### src/design/rename_consts.svh
`ifndef RENAME_CONSTS_SVH
`define RENAME_CONSTS_SVH

// Instructions renamed together in one group.
`define FETCH_WIDTH 2

// Architectural register file size; register 0 is never renamed.
`define ARCH_REGS 32

// Physical register file size. The upper part starts out in the free list.
`define PHYS_REGS 64

// Reorder buffer entries; a power of two so the wrap bit falls out of the add.
`define ROB_DEPTH 16

`endif
### src/design/rename_pkg.sv
`include "rename_consts.svh"

package rename_pkg;

    // Architectural register number.
    typedef logic [$clog2(`ARCH_REGS)-1:0] areg_t;

    // Physical register number.
    typedef logic [$clog2(`PHYS_REGS)-1:0] preg_t;

    // ROB index with the wrap bit as the top bit.
    typedef logic [$clog2(`ROB_DEPTH):0] rob_idx_t;

    // Number of instructions in a group, 0 up to FETCH_WIDTH.
    typedef logic [$clog2(`FETCH_WIDTH+1)-1:0] group_cnt_t;

endpackage

### src/design/rename_top.sv
`timescale 1ns/1ps
`include "rename_consts.svh"

module rename_top (
    input  logic                                    clk,
    input  logic                                    reset,
    input  logic [`FETCH_WIDTH-1:0]                 in_valid,
    input  logic [`FETCH_WIDTH-1:0]                 in_we,
    input  rename_pkg::areg_t [`FETCH_WIDTH-1:0]    in_rs1,
    input  rename_pkg::areg_t [`FETCH_WIDTH-1:0]    in_rs2,
    input  rename_pkg::areg_t [`FETCH_WIDTH-1:0]    in_rd,
    output logic                                    in_ready,
    output logic [`FETCH_WIDTH-1:0]                 out_valid,
    output logic [`FETCH_WIDTH-1:0]                 out_wen,
    output rename_pkg::preg_t [`FETCH_WIDTH-1:0]    out_prs1,
    output rename_pkg::preg_t [`FETCH_WIDTH-1:0]    out_prs2,
    output rename_pkg::preg_t [`FETCH_WIDTH-1:0]    out_prd,
    output rename_pkg::preg_t [`FETCH_WIDTH-1:0]    out_old_prd,
    output rename_pkg::rob_idx_t [`FETCH_WIDTH-1:0] out_rob_idx,
    input  logic                                    out_stall,
    input  logic [`FETCH_WIDTH-1:0]                 commit_valid,
    input  rename_pkg::preg_t [`FETCH_WIDTH-1:0]    commit_prd
);

    rename_pkg::areg_t [`FETCH_WIDTH-1:0] rd_rs1;
    rename_pkg::areg_t [`FETCH_WIDTH-1:0] rd_rs2;
    rename_pkg::areg_t [`FETCH_WIDTH-1:0] rd_rd;
    rename_pkg::preg_t [`FETCH_WIDTH-1:0] map_rs1;
    rename_pkg::preg_t [`FETCH_WIDTH-1:0] map_rs2;
    rename_pkg::preg_t [`FETCH_WIDTH-1:0] map_rd;
    logic [`FETCH_WIDTH-1:0]              tbl_we;
    rename_pkg::areg_t [`FETCH_WIDTH-1:0] tbl_vrd;
    rename_pkg::preg_t [`FETCH_WIDTH-1:0] tbl_prd;
    rename_pkg::group_cnt_t               alloc_num;
    logic                                 alloc_take;
    rename_pkg::preg_t [`FETCH_WIDTH-1:0] alloc_prd;
    logic                                 alloc_short;

    rename_stage i_rename_stage (
        .clk         (clk),
        .reset       (reset),
        .in_valid    (in_valid),
        .in_we       (in_we),
        .in_rs1      (in_rs1),
        .in_rs2      (in_rs2),
        .in_rd       (in_rd),
        .in_ready    (in_ready),
        .out_valid   (out_valid),
        .out_wen     (out_wen),
        .out_prs1    (out_prs1),
        .out_prs2    (out_prs2),
        .out_prd     (out_prd),
        .out_old_prd (out_old_prd),
        .out_rob_idx (out_rob_idx),
        .out_stall   (out_stall),
        .rd_rs1      (rd_rs1),
        .rd_rs2      (rd_rs2),
        .rd_rd       (rd_rd),
        .map_rs1     (map_rs1),
        .map_rs2     (map_rs2),
        .map_rd      (map_rd),
        .tbl_we      (tbl_we),
        .tbl_vrd     (tbl_vrd),
        .tbl_prd     (tbl_prd),
        .alloc_num   (alloc_num),
        .alloc_take  (alloc_take),
        .alloc_prd   (alloc_prd),
        .alloc_short (alloc_short)
    );

    rename_table i_rename_table (
        .clk     (clk),
        .reset   (reset),
        .rd_rs1  (rd_rs1),
        .rd_rs2  (rd_rs2),
        .rd_rd   (rd_rd),
        .map_rs1 (map_rs1),
        .map_rs2 (map_rs2),
        .map_rd  (map_rd),
        .tbl_we  (tbl_we),
        .tbl_vrd (tbl_vrd),
        .tbl_prd (tbl_prd)
    );

    free_list i_free_list (
        .clk          (clk),
        .reset        (reset),
        .alloc_num    (alloc_num),
        .alloc_take   (alloc_take),
        .alloc_prd    (alloc_prd),
        .alloc_short  (alloc_short),
        .commit_valid (commit_valid),
        .commit_prd   (commit_prd)
    );

endmodule

### src/design/rename_stage.sv
`timescale 1ns/1ps
`include "rename_consts.svh"

module rename_stage (
    input  logic                                    clk,
    input  logic                                    reset,
    input  logic [`FETCH_WIDTH-1:0]                 in_valid,
    input  logic [`FETCH_WIDTH-1:0]                 in_we,
    input  rename_pkg::areg_t [`FETCH_WIDTH-1:0]    in_rs1,
    input  rename_pkg::areg_t [`FETCH_WIDTH-1:0]    in_rs2,
    input  rename_pkg::areg_t [`FETCH_WIDTH-1:0]    in_rd,
    output logic                                    in_ready,
    output logic [`FETCH_WIDTH-1:0]                 out_valid,
    output logic [`FETCH_WIDTH-1:0]                 out_wen,
    output rename_pkg::preg_t [`FETCH_WIDTH-1:0]    out_prs1,
    output rename_pkg::preg_t [`FETCH_WIDTH-1:0]    out_prs2,
    output rename_pkg::preg_t [`FETCH_WIDTH-1:0]    out_prd,
    output rename_pkg::preg_t [`FETCH_WIDTH-1:0]    out_old_prd,
    output rename_pkg::rob_idx_t [`FETCH_WIDTH-1:0] out_rob_idx,
    input  logic                                    out_stall,
    output rename_pkg::areg_t [`FETCH_WIDTH-1:0]    rd_rs1,
    output rename_pkg::areg_t [`FETCH_WIDTH-1:0]    rd_rs2,
    output rename_pkg::areg_t [`FETCH_WIDTH-1:0]    rd_rd,
    input  rename_pkg::preg_t [`FETCH_WIDTH-1:0]    map_rs1,
    input  rename_pkg::preg_t [`FETCH_WIDTH-1:0]    map_rs2,
    input  rename_pkg::preg_t [`FETCH_WIDTH-1:0]    map_rd,
    output logic [`FETCH_WIDTH-1:0]                 tbl_we,
    output rename_pkg::areg_t [`FETCH_WIDTH-1:0]    tbl_vrd,
    output rename_pkg::preg_t [`FETCH_WIDTH-1:0]    tbl_prd,
    output rename_pkg::group_cnt_t                  alloc_num,
    output logic                                    alloc_take,
    input  rename_pkg::preg_t [`FETCH_WIDTH-1:0]    alloc_prd,
    input  logic                                    alloc_short
);

    logic [`FETCH_WIDTH-1:0]                 wr;
    logic [`FETCH_WIDTH-1:0]                 overridden;
    rename_pkg::group_cnt_t [`FETCH_WIDTH-1:0] alloc_slot;
    rename_pkg::group_cnt_t [`FETCH_WIDTH-1:0] rob_slot;
    rename_pkg::group_cnt_t                  valid_num;
    rename_pkg::preg_t [`FETCH_WIDTH-1:0]    new_prd;
    rename_pkg::preg_t [`FETCH_WIDTH-1:0]    prs1;
    rename_pkg::preg_t [`FETCH_WIDTH-1:0]    prs2;
    rename_pkg::preg_t [`FETCH_WIDTH-1:0]    old_prd;
    rename_pkg::rob_idx_t                    rob_ptr;
    logic                                    stall;
    logic                                    accept;

    assign stall      = alloc_short | out_stall;
    assign in_ready   = ~stall;
    assign accept     = (|in_valid) & in_ready;
    assign alloc_take = accept;

    assign rd_rs1 = in_rs1;
    assign rd_rs2 = in_rs2;
    assign rd_rd  = in_rd;

    // Writers and valid slots are numbered in slot order by running counts.
    always_comb begin
        alloc_num = '0;
        valid_num = '0;
        for (int i = 0; i < `FETCH_WIDTH; i++) begin
            wr[i]         = in_valid[i] & in_we[i] & (in_rd[i] != '0);
            alloc_slot[i] = alloc_num;
            rob_slot[i]   = valid_num;
            alloc_num     = alloc_num + rename_pkg::group_cnt_t'(wr[i]);
            valid_num     = valid_num + rename_pkg::group_cnt_t'(in_valid[i]);
        end
    end

    always_comb begin
        for (int i = 0; i < `FETCH_WIDTH; i++) begin
            new_prd[i] = wr[i] ? alloc_prd[alloc_slot[i]] : '0;
        end
    end

    // Older writers in the group shadow the table. Scanning from slot 0 up
    // leaves the nearest older match in place.
    always_comb begin
        for (int i = 0; i < `FETCH_WIDTH; i++) begin
            prs1[i]       = map_rs1[i];
            prs2[i]       = map_rs2[i];
            old_prd[i]    = wr[i] ? map_rd[i] : '0;
            overridden[i] = 1'b0;
            for (int j = 0; j < `FETCH_WIDTH; j++) begin
                if (j < i) begin
                    if (wr[j] && in_rd[j] == in_rs1[i]) begin
                        prs1[i] = new_prd[j];
                    end
                    if (wr[j] && in_rd[j] == in_rs2[i]) begin
                        prs2[i] = new_prd[j];
                    end
                    if (wr[j] && wr[i] && in_rd[j] == in_rd[i]) begin
                        old_prd[i] = new_prd[j];
                    end
                end else if (j > i) begin
                    // A younger writer of the same rd owns the final mapping.
                    if (wr[j] && in_rd[j] == in_rd[i]) begin
                        overridden[i] = 1'b1;
                    end
                end
            end
        end
    end

    always_comb begin
        for (int i = 0; i < `FETCH_WIDTH; i++) begin
            tbl_we[i]  = wr[i] & ~overridden[i] & accept;
            tbl_vrd[i] = in_rd[i];
            tbl_prd[i] = new_prd[i];
        end
    end

    // The wrap bit sits on top of the index, so a plain add flips it past 15.
    always_ff @(posedge clk) begin
        if (reset) begin
            rob_ptr <= '0;
        end else if (accept) begin
            rob_ptr <= rob_ptr + rename_pkg::rob_idx_t'(valid_num);
        end
    end

    // A free cycle with nothing accepted sends a bubble downstream.
    always_ff @(posedge clk) begin
        if (reset) begin
            out_valid <= '0;
            out_wen   <= '0;
        end else if (!out_stall) begin
            out_valid <= accept ? in_valid : '0;
            out_wen   <= accept ? wr : '0;
        end
    end

    always_ff @(posedge clk) begin
        if (accept) begin
            for (int i = 0; i < `FETCH_WIDTH; i++) begin
                out_prs1[i]    <= prs1[i];
                out_prs2[i]    <= prs2[i];
                out_prd[i]     <= new_prd[i];
                out_old_prd[i] <= old_prd[i];
                out_rob_idx[i] <= rob_ptr + rename_pkg::rob_idx_t'(rob_slot[i]);
            end
        end
    end

endmodule

### src/design/free_list.sv
`timescale 1ns/1ps
`include "rename_consts.svh"

module free_list (
    input  logic                                 clk,
    input  logic                                 reset,
    input  rename_pkg::group_cnt_t               alloc_num,
    input  logic                                 alloc_take,
    output rename_pkg::preg_t [`FETCH_WIDTH-1:0] alloc_prd,
    output logic                                 alloc_short,
    input  logic [`FETCH_WIDTH-1:0]              commit_valid,
    input  rename_pkg::preg_t [`FETCH_WIDTH-1:0] commit_prd
);

    localparam int PTR_W = $clog2(`PHYS_REGS);
    localparam int CNT_W = $clog2(`PHYS_REGS) + 1;

    rename_pkg::preg_t fifo [`PHYS_REGS];

    logic [PTR_W-1:0] head;
    logic [PTR_W-1:0] tail;
    logic [CNT_W-1:0] count;

    logic [PTR_W-1:0] push_ptr [`FETCH_WIDTH];
    logic [CNT_W-1:0] push_num;
    logic [CNT_W-1:0] pop_num;

    // The first alloc_num entries at the head are offered without popping.
    always_comb begin
        for (int i = 0; i < `FETCH_WIDTH; i++) begin
            alloc_prd[i] = fifo[head + PTR_W'(i)];
        end
    end

    assign alloc_short = count < CNT_W'(alloc_num);
    assign pop_num     = alloc_take ? CNT_W'(alloc_num) : '0;

    // Commits are packed at the tail in slot order, skipping empty slots.
    always_comb begin
        push_num = '0;
        for (int i = 0; i < `FETCH_WIDTH; i++) begin
            push_ptr[i] = tail + PTR_W'(push_num);
            push_num    = push_num + CNT_W'(commit_valid[i]);
        end
    end

    always_ff @(posedge clk) begin
        if (reset) begin
            // Registers above the architectural range start free, lowest first.
            // Entries past the count wrap around and carry no meaning.
            for (int i = 0; i < `PHYS_REGS; i++) begin
                fifo[i] <= rename_pkg::preg_t'(`ARCH_REGS + i);
            end
        end else begin
            for (int i = 0; i < `FETCH_WIDTH; i++) begin
                if (commit_valid[i]) begin
                    fifo[push_ptr[i]] <= commit_prd[i];
                end
            end
        end
    end

    always_ff @(posedge clk) begin
        if (reset) begin
            head  <= '0;
            tail  <= PTR_W'(`PHYS_REGS - `ARCH_REGS);
            count <= CNT_W'(`PHYS_REGS - `ARCH_REGS);
        end else begin
            head  <= head + PTR_W'(pop_num);
            tail  <= tail + PTR_W'(push_num);
            count <= count - pop_num + push_num;
        end
    end

endmodule

### src/design/rename_table.sv
`timescale 1ns/1ps
`include "rename_consts.svh"

module rename_table (
    input  logic                                 clk,
    input  logic                                 reset,
    input  rename_pkg::areg_t [`FETCH_WIDTH-1:0] rd_rs1,
    input  rename_pkg::areg_t [`FETCH_WIDTH-1:0] rd_rs2,
    input  rename_pkg::areg_t [`FETCH_WIDTH-1:0] rd_rd,
    output rename_pkg::preg_t [`FETCH_WIDTH-1:0] map_rs1,
    output rename_pkg::preg_t [`FETCH_WIDTH-1:0] map_rs2,
    output rename_pkg::preg_t [`FETCH_WIDTH-1:0] map_rd,
    input  logic [`FETCH_WIDTH-1:0]              tbl_we,
    input  rename_pkg::areg_t [`FETCH_WIDTH-1:0] tbl_vrd,
    input  rename_pkg::preg_t [`FETCH_WIDTH-1:0] tbl_prd
);

    rename_pkg::preg_t map [`ARCH_REGS];

    // Reads see the table as it stood before this cycle's writes.
    always_comb begin
        for (int i = 0; i < `FETCH_WIDTH; i++) begin
            map_rs1[i] = map[rd_rs1[i]];
            map_rs2[i] = map[rd_rs2[i]];
            map_rd[i]  = map[rd_rd[i]];
        end
    end

    always_ff @(posedge clk) begin
        if (reset) begin
            // Identity map: each architectural register starts in its own slot.
            for (int i = 0; i < `ARCH_REGS; i++) begin
                map[i] <= rename_pkg::preg_t'(i);
            end
        end else begin
            // Later slots are younger, so the last write in the loop wins.
            for (int i = 0; i < `FETCH_WIDTH; i++) begin
                if (tbl_we[i]) begin
                    map[tbl_vrd[i]] <= tbl_prd[i];
                end
            end
        end
    end

endmodule

### config.mk
export PLATFORM = sky130hd
export DESIGN_NAME = rename_top
export DESIGN_NICKNAME = d
export VERILOG_FILES = /design/src/design/rename_pkg.sv /design/src/design/rename_top.sv /design/src/design/rename_stage.sv /design/src/design/free_list.sv /design/src/design/rename_table.sv
export VERILOG_INCLUDE_DIRS = /design/src /design/src/design
export SDC_FILE = /design/constraint.sdc
export NUM_CORES = 2
export LEC_CHECK = 0
export BUFFER_PORTS_ARGS = -buffer_cell sky130_fd_sc_hd__buf_2
export CORE_AREA = 3 3 304 456
export CTS_CLUSTER_DIAMETER = 40
export DETAILED_ROUTE_END_ITERATION = 6
export DIE_AREA = 0 0 307 459
export SYNTH_ARGS = -nofsm -noshare
export SYNTH_HDL_FRONTEND = slang
export SYNTH_HIERARCHICAL = 1
export SYNTH_SLANG_ARGS = --single-unit
export TNS_END_PERCENT = 30
### constraint.sdc
create_clock -name clk -period 9.75 [get_ports clk]
set_clock_uncertainty 0.05 [all_clocks]
set_input_delay 0.4875 -clock clk [delete_from_list [all_inputs] [get_ports clk]]
set_output_delay 0.4875 -clock clk [all_outputs]
set_load 0.03 [all_outputs]
Yosys cells after proc, flatten, opt, wreduce, memory -nomap -nowiden --
Memories as Yosys holds them, arrays and structs flattened. A register that Yosys moved wholly into a read port is not among the register bits. Index checks and enable logic that the tools add are counted.
Operators by class: add/subtract/negate cells 11, magnitude comparators 2, eq/ne operators 4, multiplexer cells 39, bitwise gates (word level) 11, reductions and logical operators 13
Operator list (number):
- $mux W6 | 15
- $reduce_or A6 Y1 | 4
- $eq A5 B5 Y1 | 4
- $mux W1 | 19
- $add A6 B6 Y6 | 2
- $mux W5 | 2
- $reduce_bool A5 Y1 | 2
- $and A1 B1 Y1 | 8
- $add A7 B7 Y7 | 1
- $lt A7 B2 Y1 | 1
- $sub A7 B7 Y7 | 1
- $add A1 B1 Y2 | 3
- $add A6 B1 Y6 | 1
- $add A6 B1 Y6 const B | 1
- $mux W2 | 3
- $add A5 B1 Y5 | 1
- $add A5 B2 Y5 | 1
- $logic_and A1 B1 Y1 | 5
- $lt A1 B2 Y1 const B | 1
- $not A1 Y1 | 2
- $reduce_or A2 Y1 | 1
- $logic_not A1 Y1 | 1
- $or A1 B1 Y1 | 1
Word-level totals: register bits 68, bits in writable memories 576, input bits 51, output and inout port bits 63, word-level logic and storage cells 95, memories 2
Memory list:
- i_free_list.fifo | depth 64, bits a word 6, read ports 2, clocked after Yosys merged registers in 1, write ports 64, RTL line free_list.sv:18 | rename_pkg::preg_t fifo [`PHYS_REGS];
- i_rename_table.map | depth 32, bits a word 6, read ports 6, clocked after Yosys merged registers in 3, write ports 32, RTL line rename_table.sv:18 | rename_pkg::preg_t map [`ARCH_REGS];

Longest topological paths before layout --
depth after elaboration 13, depth in mapped cells 20

By module --
The synthesis kept the hierarchy.
By module, submodules not included:
- free_list | times used 1, cells each 2279, area an instance 26176.4 sq um, sequential area each 11911.4 sq um
- rename_table | times used 1, cells each 1136, area an instance 17842.1 sq um, sequential area each 5765.5 sq um
- rename_stage | times used 1, cells each 241, area an instance 3204.3 sq um, sequential area each 1921.8 sq um

Worst setup path before layout --
OpenSTA, ideal clock, no wires.
kind input to register, start point input in_rd[6] (netlist name), end point register i_free_list.count[5], library setup time 0.117 ns, data arrival time 8.588 ns, required time 9.583 ns, slack 0.996 ns, stages on the path 20, path buffers 0, cells stage by stage or4_1 -> o211ai_2 -> inv_2 -> ha_1 -> inv_1 -> ha_1 -> a211o_1 -> a21oi_1 -> nor3_1 -> nand2_1 -> inv_1 -> fa_1 -> inv_1 -> ha_1 -> a21o_1 -> a21o_1 -> a21oi_1 -> o21bai_1 -> xnor2_1 -> nand2b_1
Between the ends: longest elaborated chain between the ends 10
Ends and longest elaborated chain:
- from (decl) | RTL line rename_top.sv:11 | input rename_pkg::areg_t [`FETCH_WIDTH-1:0] in_rd,
- $reduce_bool A5 Y1 | RTL line rename_stage.sv:63 | wr[i] = in_valid[i] & in_we[i] & (in_rd[i] != '0);
- $and A1 B1 Y1 | RTL line rename_stage.sv:63
- $add A1 B1 Y2 | RTL line rename_stage.sv:66 | alloc_num = alloc_num + rename_pkg::group_cnt_t'(wr[i]);
- via alloc_num[1] | RTL line rename_top.sv:34 | rename_pkg::group_cnt_t alloc_num;
- $lt A7 B2 Y1 | RTL line free_list.sv:35 | assign alloc_short = count < CNT_W'(alloc_num);
- via alloc_short | RTL line rename_top.sv:37 | logic alloc_short;
- $or A1 B1 Y1 | RTL line rename_stage.sv:49 | assign stall = alloc_short | out_stall;
- $not A1 Y1 | RTL line rename_stage.sv:50 | assign in_ready = ~stall;
- $and A1 B1 Y1 | RTL line rename_stage.sv:51 | assign accept = (|in_valid) & in_ready;
- via alloc_take | RTL line rename_top.sv:35 | logic alloc_take;
- $mux W2 | RTL line free_list.sv:36 | assign pop_num = alloc_take ? CNT_W'(alloc_num) : '0;
- $sub A7 B7 Y7 | RTL line free_list.sv:71 | count <= count - pop_num + push_num;
- $add A7 B7 Y7 | RTL line free_list.sv:71
- to (signal assigned) | RTL line free_list.sv:67 | count <= CNT_W'(`PHYS_REGS - `ARCH_REGS);
- to (signal assigned) | RTL line free_list.sv:71
- to (decl) | RTL line free_list.sv:22 | logic [CNT_W-1:0] count;
The timed path passes the listed nets, and every way through them passes these cells. A chain may end at the register's enable or synchronous reset.

==> results by group <==
Outcome
  • Status: completed

Hold path
  • HP Class: in2reg
  • HP Start: out_stall
  • WHS Endpoint: i_rename_stage/out_wen[0]
  • Hold path depth: 3

Logic synthesis
  • Simple-gate portion of the synthesized area: 0.0963
  • Synth warn: 6
  • Primary FF master, synth: edfxtp_1
  • Mapped Nets: 3735
  • Post-synthesis average cell area: 12.9 um^2
  • Post-Syn Area: 0.0472 mm^2
  • Sequential share of the synthesized area: 0.415
  • Count leader, synth: edfxtp_1
  • Post-synthesis compound-gate area fraction: 0.0762
  • FF+latch count, synth: 662
  • Post-synth EDFFs: 634
  • XOR/XNOR Fraction of Synth Area: 0.00668
  • Largest cells by area after synthesis: edfxtp_1 40%, mux4_2 27%, mux2i_1 5.5%
  • Syn Inst Count: 3656
  • Mux cell area share after synthesis: 0.344
  • Most area-hungry cell type in the Yosys netlist: edfxtp_1
  • Adder-cell share of the synthesized area: 0.00821
  • Post-synth top cells: 634 x edfxtp_1, 571 x mux4_2, 298 x nand2_1, 269 x nor2_1, 261 x mux2i_1
  • Combinational family with the most area after synthesis: multiplexers
  • Top cell type's share of synthesized area: 0.403
  • Synth unique cells: 73
  • Share of synthesized registers carrying an async set or reset: 0

Cells and area
  • Layout cell share with drive strength beyond 1: 0.295
  • Fill cells: 12700
  • Design Area, Final: 0.0519 mm^2
  • Non-filler cells, final: 5368
  • NumNets Final: 3612
  • Area delta synth->final: 9.80%

Die
  • Io pins: 114
  • Die height: 459 um
  • Die W: 307 um
  • Row count: 165
  • Die Area: 0.141 mm^2
  • Initial Util: 0.350
  • CORE AREA: 0.135 mm^2

STA
  • TNS Setup: 0 ps
  • Worst-Margin Slew: 1390 ps
  • RSZ-0062 raised after global routing: no
  • Fin crit share: 0.660
  • Setup violations, final: 0
  • Max_slew headroom: 0.0755
  • Minimum clock period: 6440 ps
  • Final worst slack: 3310 ps
  • Hold Vio Cnt, Final: 0
  • Final Slew Violations: 0
  • F_max: 0.155 GHz

Worst setup path
  • Stages on the worst setup path: 15
  • Crit path max fanout: 66
  • Crit-path cells: buf_2 -> or3_1 -> o311a_1 -> ha_1 -> inv_1 -> ha_1 -> a211o_1 -> a21oi_1 -> nor3_2 -> buf_4 -> nand2_1 -> a31oi_1 -> nand4bb_1 -> a211oi_1 -> a2bb2oi_1
  • CP most frequent cell: ha_1
  • Setup CP Type: in2reg
  • Type of destination of the critical path: register
  • CP top delay family: compound AO/OA/AOI/OAI gates
  • R2R cell count: 9
  • WP buf/inv: 3
  • CP max stage cell: nand4bb_1
  • Reg2Reg Capture Point: i_rename_table/map[29][0]
  • Critical path startpoint category: primary input
  • Critical R2R Launch: i_free_list/head[0]
  • Req. time, crit path: 10080 ps
  • Worst path max stage delay: 920 ps
  • Worst R2R Setup Slack: 3590 ps
  • Crit path DAT: 6770 ps
  • Start point of the critical path: in_rd[3]

CTS
  • Clk_lat worst skew: 720 ps
  • H-tree Lvls: 3
  • Post-CTS Setup Bufs: 0
  • Cts repair resizes: 0
  • Clk slew on worst S/H paths: 60 ps
  • CTS Buf Count: 92
  • Max clock buf depth: 3
  • Clk root buf: clkbuf_16
  • CTS Sinks: 662
  • CTS tree: done
  • CTS Hold Bufs: 0

Global routing
  • GRT overflow: 0
  • Total track usage: 0.253
  • GR Util met3: 0.0456
  • Largest net degree at the start of global routing: 67
  • Antenna violations before repair: 6
  • Vias in the first global route: 34800
  • GRT busiest layer: met2
  • Met1 GRT Util: 0.273
  • Global-route track usage on met2: 0.435
  • First-pass GRT wire length: 257000 um

Power
  • Clock share of power: 0.422
  • Leakage: 15.9 nW
  • Power Density: 159 mW/mm^2
  • Max rail drop VDD: 0.000136 V
  • Reg power frac: 0.406
  • Final Total Pwr: 8.22 mW
  • P_int: 5.79 mW
  • Switch share: 0.296
  • Sw Pwr: 2.43 mW
  • Combinational fraction of design power: 0.172

Detailed routing
  • # DRC: 0
  • Starting DRC count in detailed routing: 4543
  • DR pass1 iterations: 7
  • Antenna-violating nets left: 0
  • DR WL/cell: 33.6 um
  • Detailed-route via count: 35500
  • Routed WL: 181000 um
  • Drt via density: 6.62

Placed design
  • Dpl hpwl: 127000 um
  • Final estimated routing congestion in global placement: 1.01
  • Inst Count DP: 5192
  • Input/output buffers: 113
  • DP Worst Slack: 2880 ps
  • Post-place instance area: 0.0487 mm^2

Job
  • Max-Cap Viols: 0
-- final cells by class --
class,instances,area (um^2),share of cell area
multi-input combinational,2444,25200,0.486
timing repair buffer,184,1130,0.0218
inverter,149,561,0.0108
tap,1753,2190,0.0423
antenna,3,7.51,0.000145
clock inverter,66,771,0.0149
clock buffer,107,2400,0.0463
sequential,662,19600,0.378
-- sequential cells by signal, summed over array words and instances, names as in the netlist --
name and count:
i_rename_stage/out_prd 12, i_rename_stage/out_prs1 12, i_rename_stage/out_wen 2, i_rename_stage/out_prs2 12
i_rename_table/map 192, i_rename_stage/out_valid 2, i_free_list/fifo 384, i_rename_stage/rob_ptr 5
i_free_list/tail 6, i_free_list/head 6, i_rename_stage/out_old_prd 12, i_free_list/count 7
i_rename_stage/out_rob_idx 10
-- worst min-delay path: stages --
cell and delay, ps:
buf_2 160, nand2_1 90, a21oi_1 60
-- through the flow --
stage | utilization | hold slack [ps]
6_report | 0.385 | 78.2
5_1_grt | 0.385 | 91.6
4_1_cts | 0.385 | 37.7
3_5_place_dp | 0.361 | 427
3_3_place_gp | 0.361 | 421
2_1_floorplan | - | 356
-- layer usage --
| metal | part of all wire | wire, um | vias to the layer above |
|---|---|---|---|
| li1 | - | - | 14300 |
| met1 | 0.31 | 55900 | 17900 |
| met2 | 0.49 | 89300 | 2619 |
| met3 | 0.095 | 17200 | 689 |
| met4 | 0.10 | 18200 | 4 |
| met5 | 0.00014 | 25 | - |
-- cell families after synthesis --
family,after synthesis
xor+xnor,36
fa+ha+maj,28
flops,662
compound gates,519
buf+inv,550
simple gates,968
mux,893
-- cells in the final DEF, fill, tap and decap left out, drive strengths merged, types with 59 or more instances in the layout --
cell and count:
edfxtp 634, mux4 574, nor2 301, nand2 298
mux2i 261, buf 184, inv 170, o21ai 109
nor3 108, clkbuf 107, a22o 106, nand3 99
o22ai 59
-- power by group through the flow --
| stage | Combinational (mW) | Sequential (mW) | Clock (mW) |
|---|---|---|---|
| finish | 1.41 | 3.34 | 3.47 |
| global route | 1.47 | 3.34 | 3.62 |
| CTS | 1.39 | 3.33 | 3.50 |
| detailed placement | 1.38 | 3.39 | 0 |
| global placement | 1.37 | 3.39 | 0 |
| floorplan | 0.923 | 3.40 | 0 |
-- worst max-delay path by stage --
| stage | end | slack, ps |
|---|---|---|
| 2_1_floorplan | i_free_list/count[5] | 1000 |
| 5_1_grt | i_rename_table/map[29][0] | 3100 |
| 4_1_cts | i_rename_table/map[9][0] | 3620 |
| 6_report | i_rename_table/map[30][2] | 3310 |
| 3_5_place_dp | i_rename_table/map[9][3] | 2880 |
| 3_3_place_gp | i_rename_table/map[9][0] | 3030 |
No activity file was read; power rests on OpenSTA's default activity.
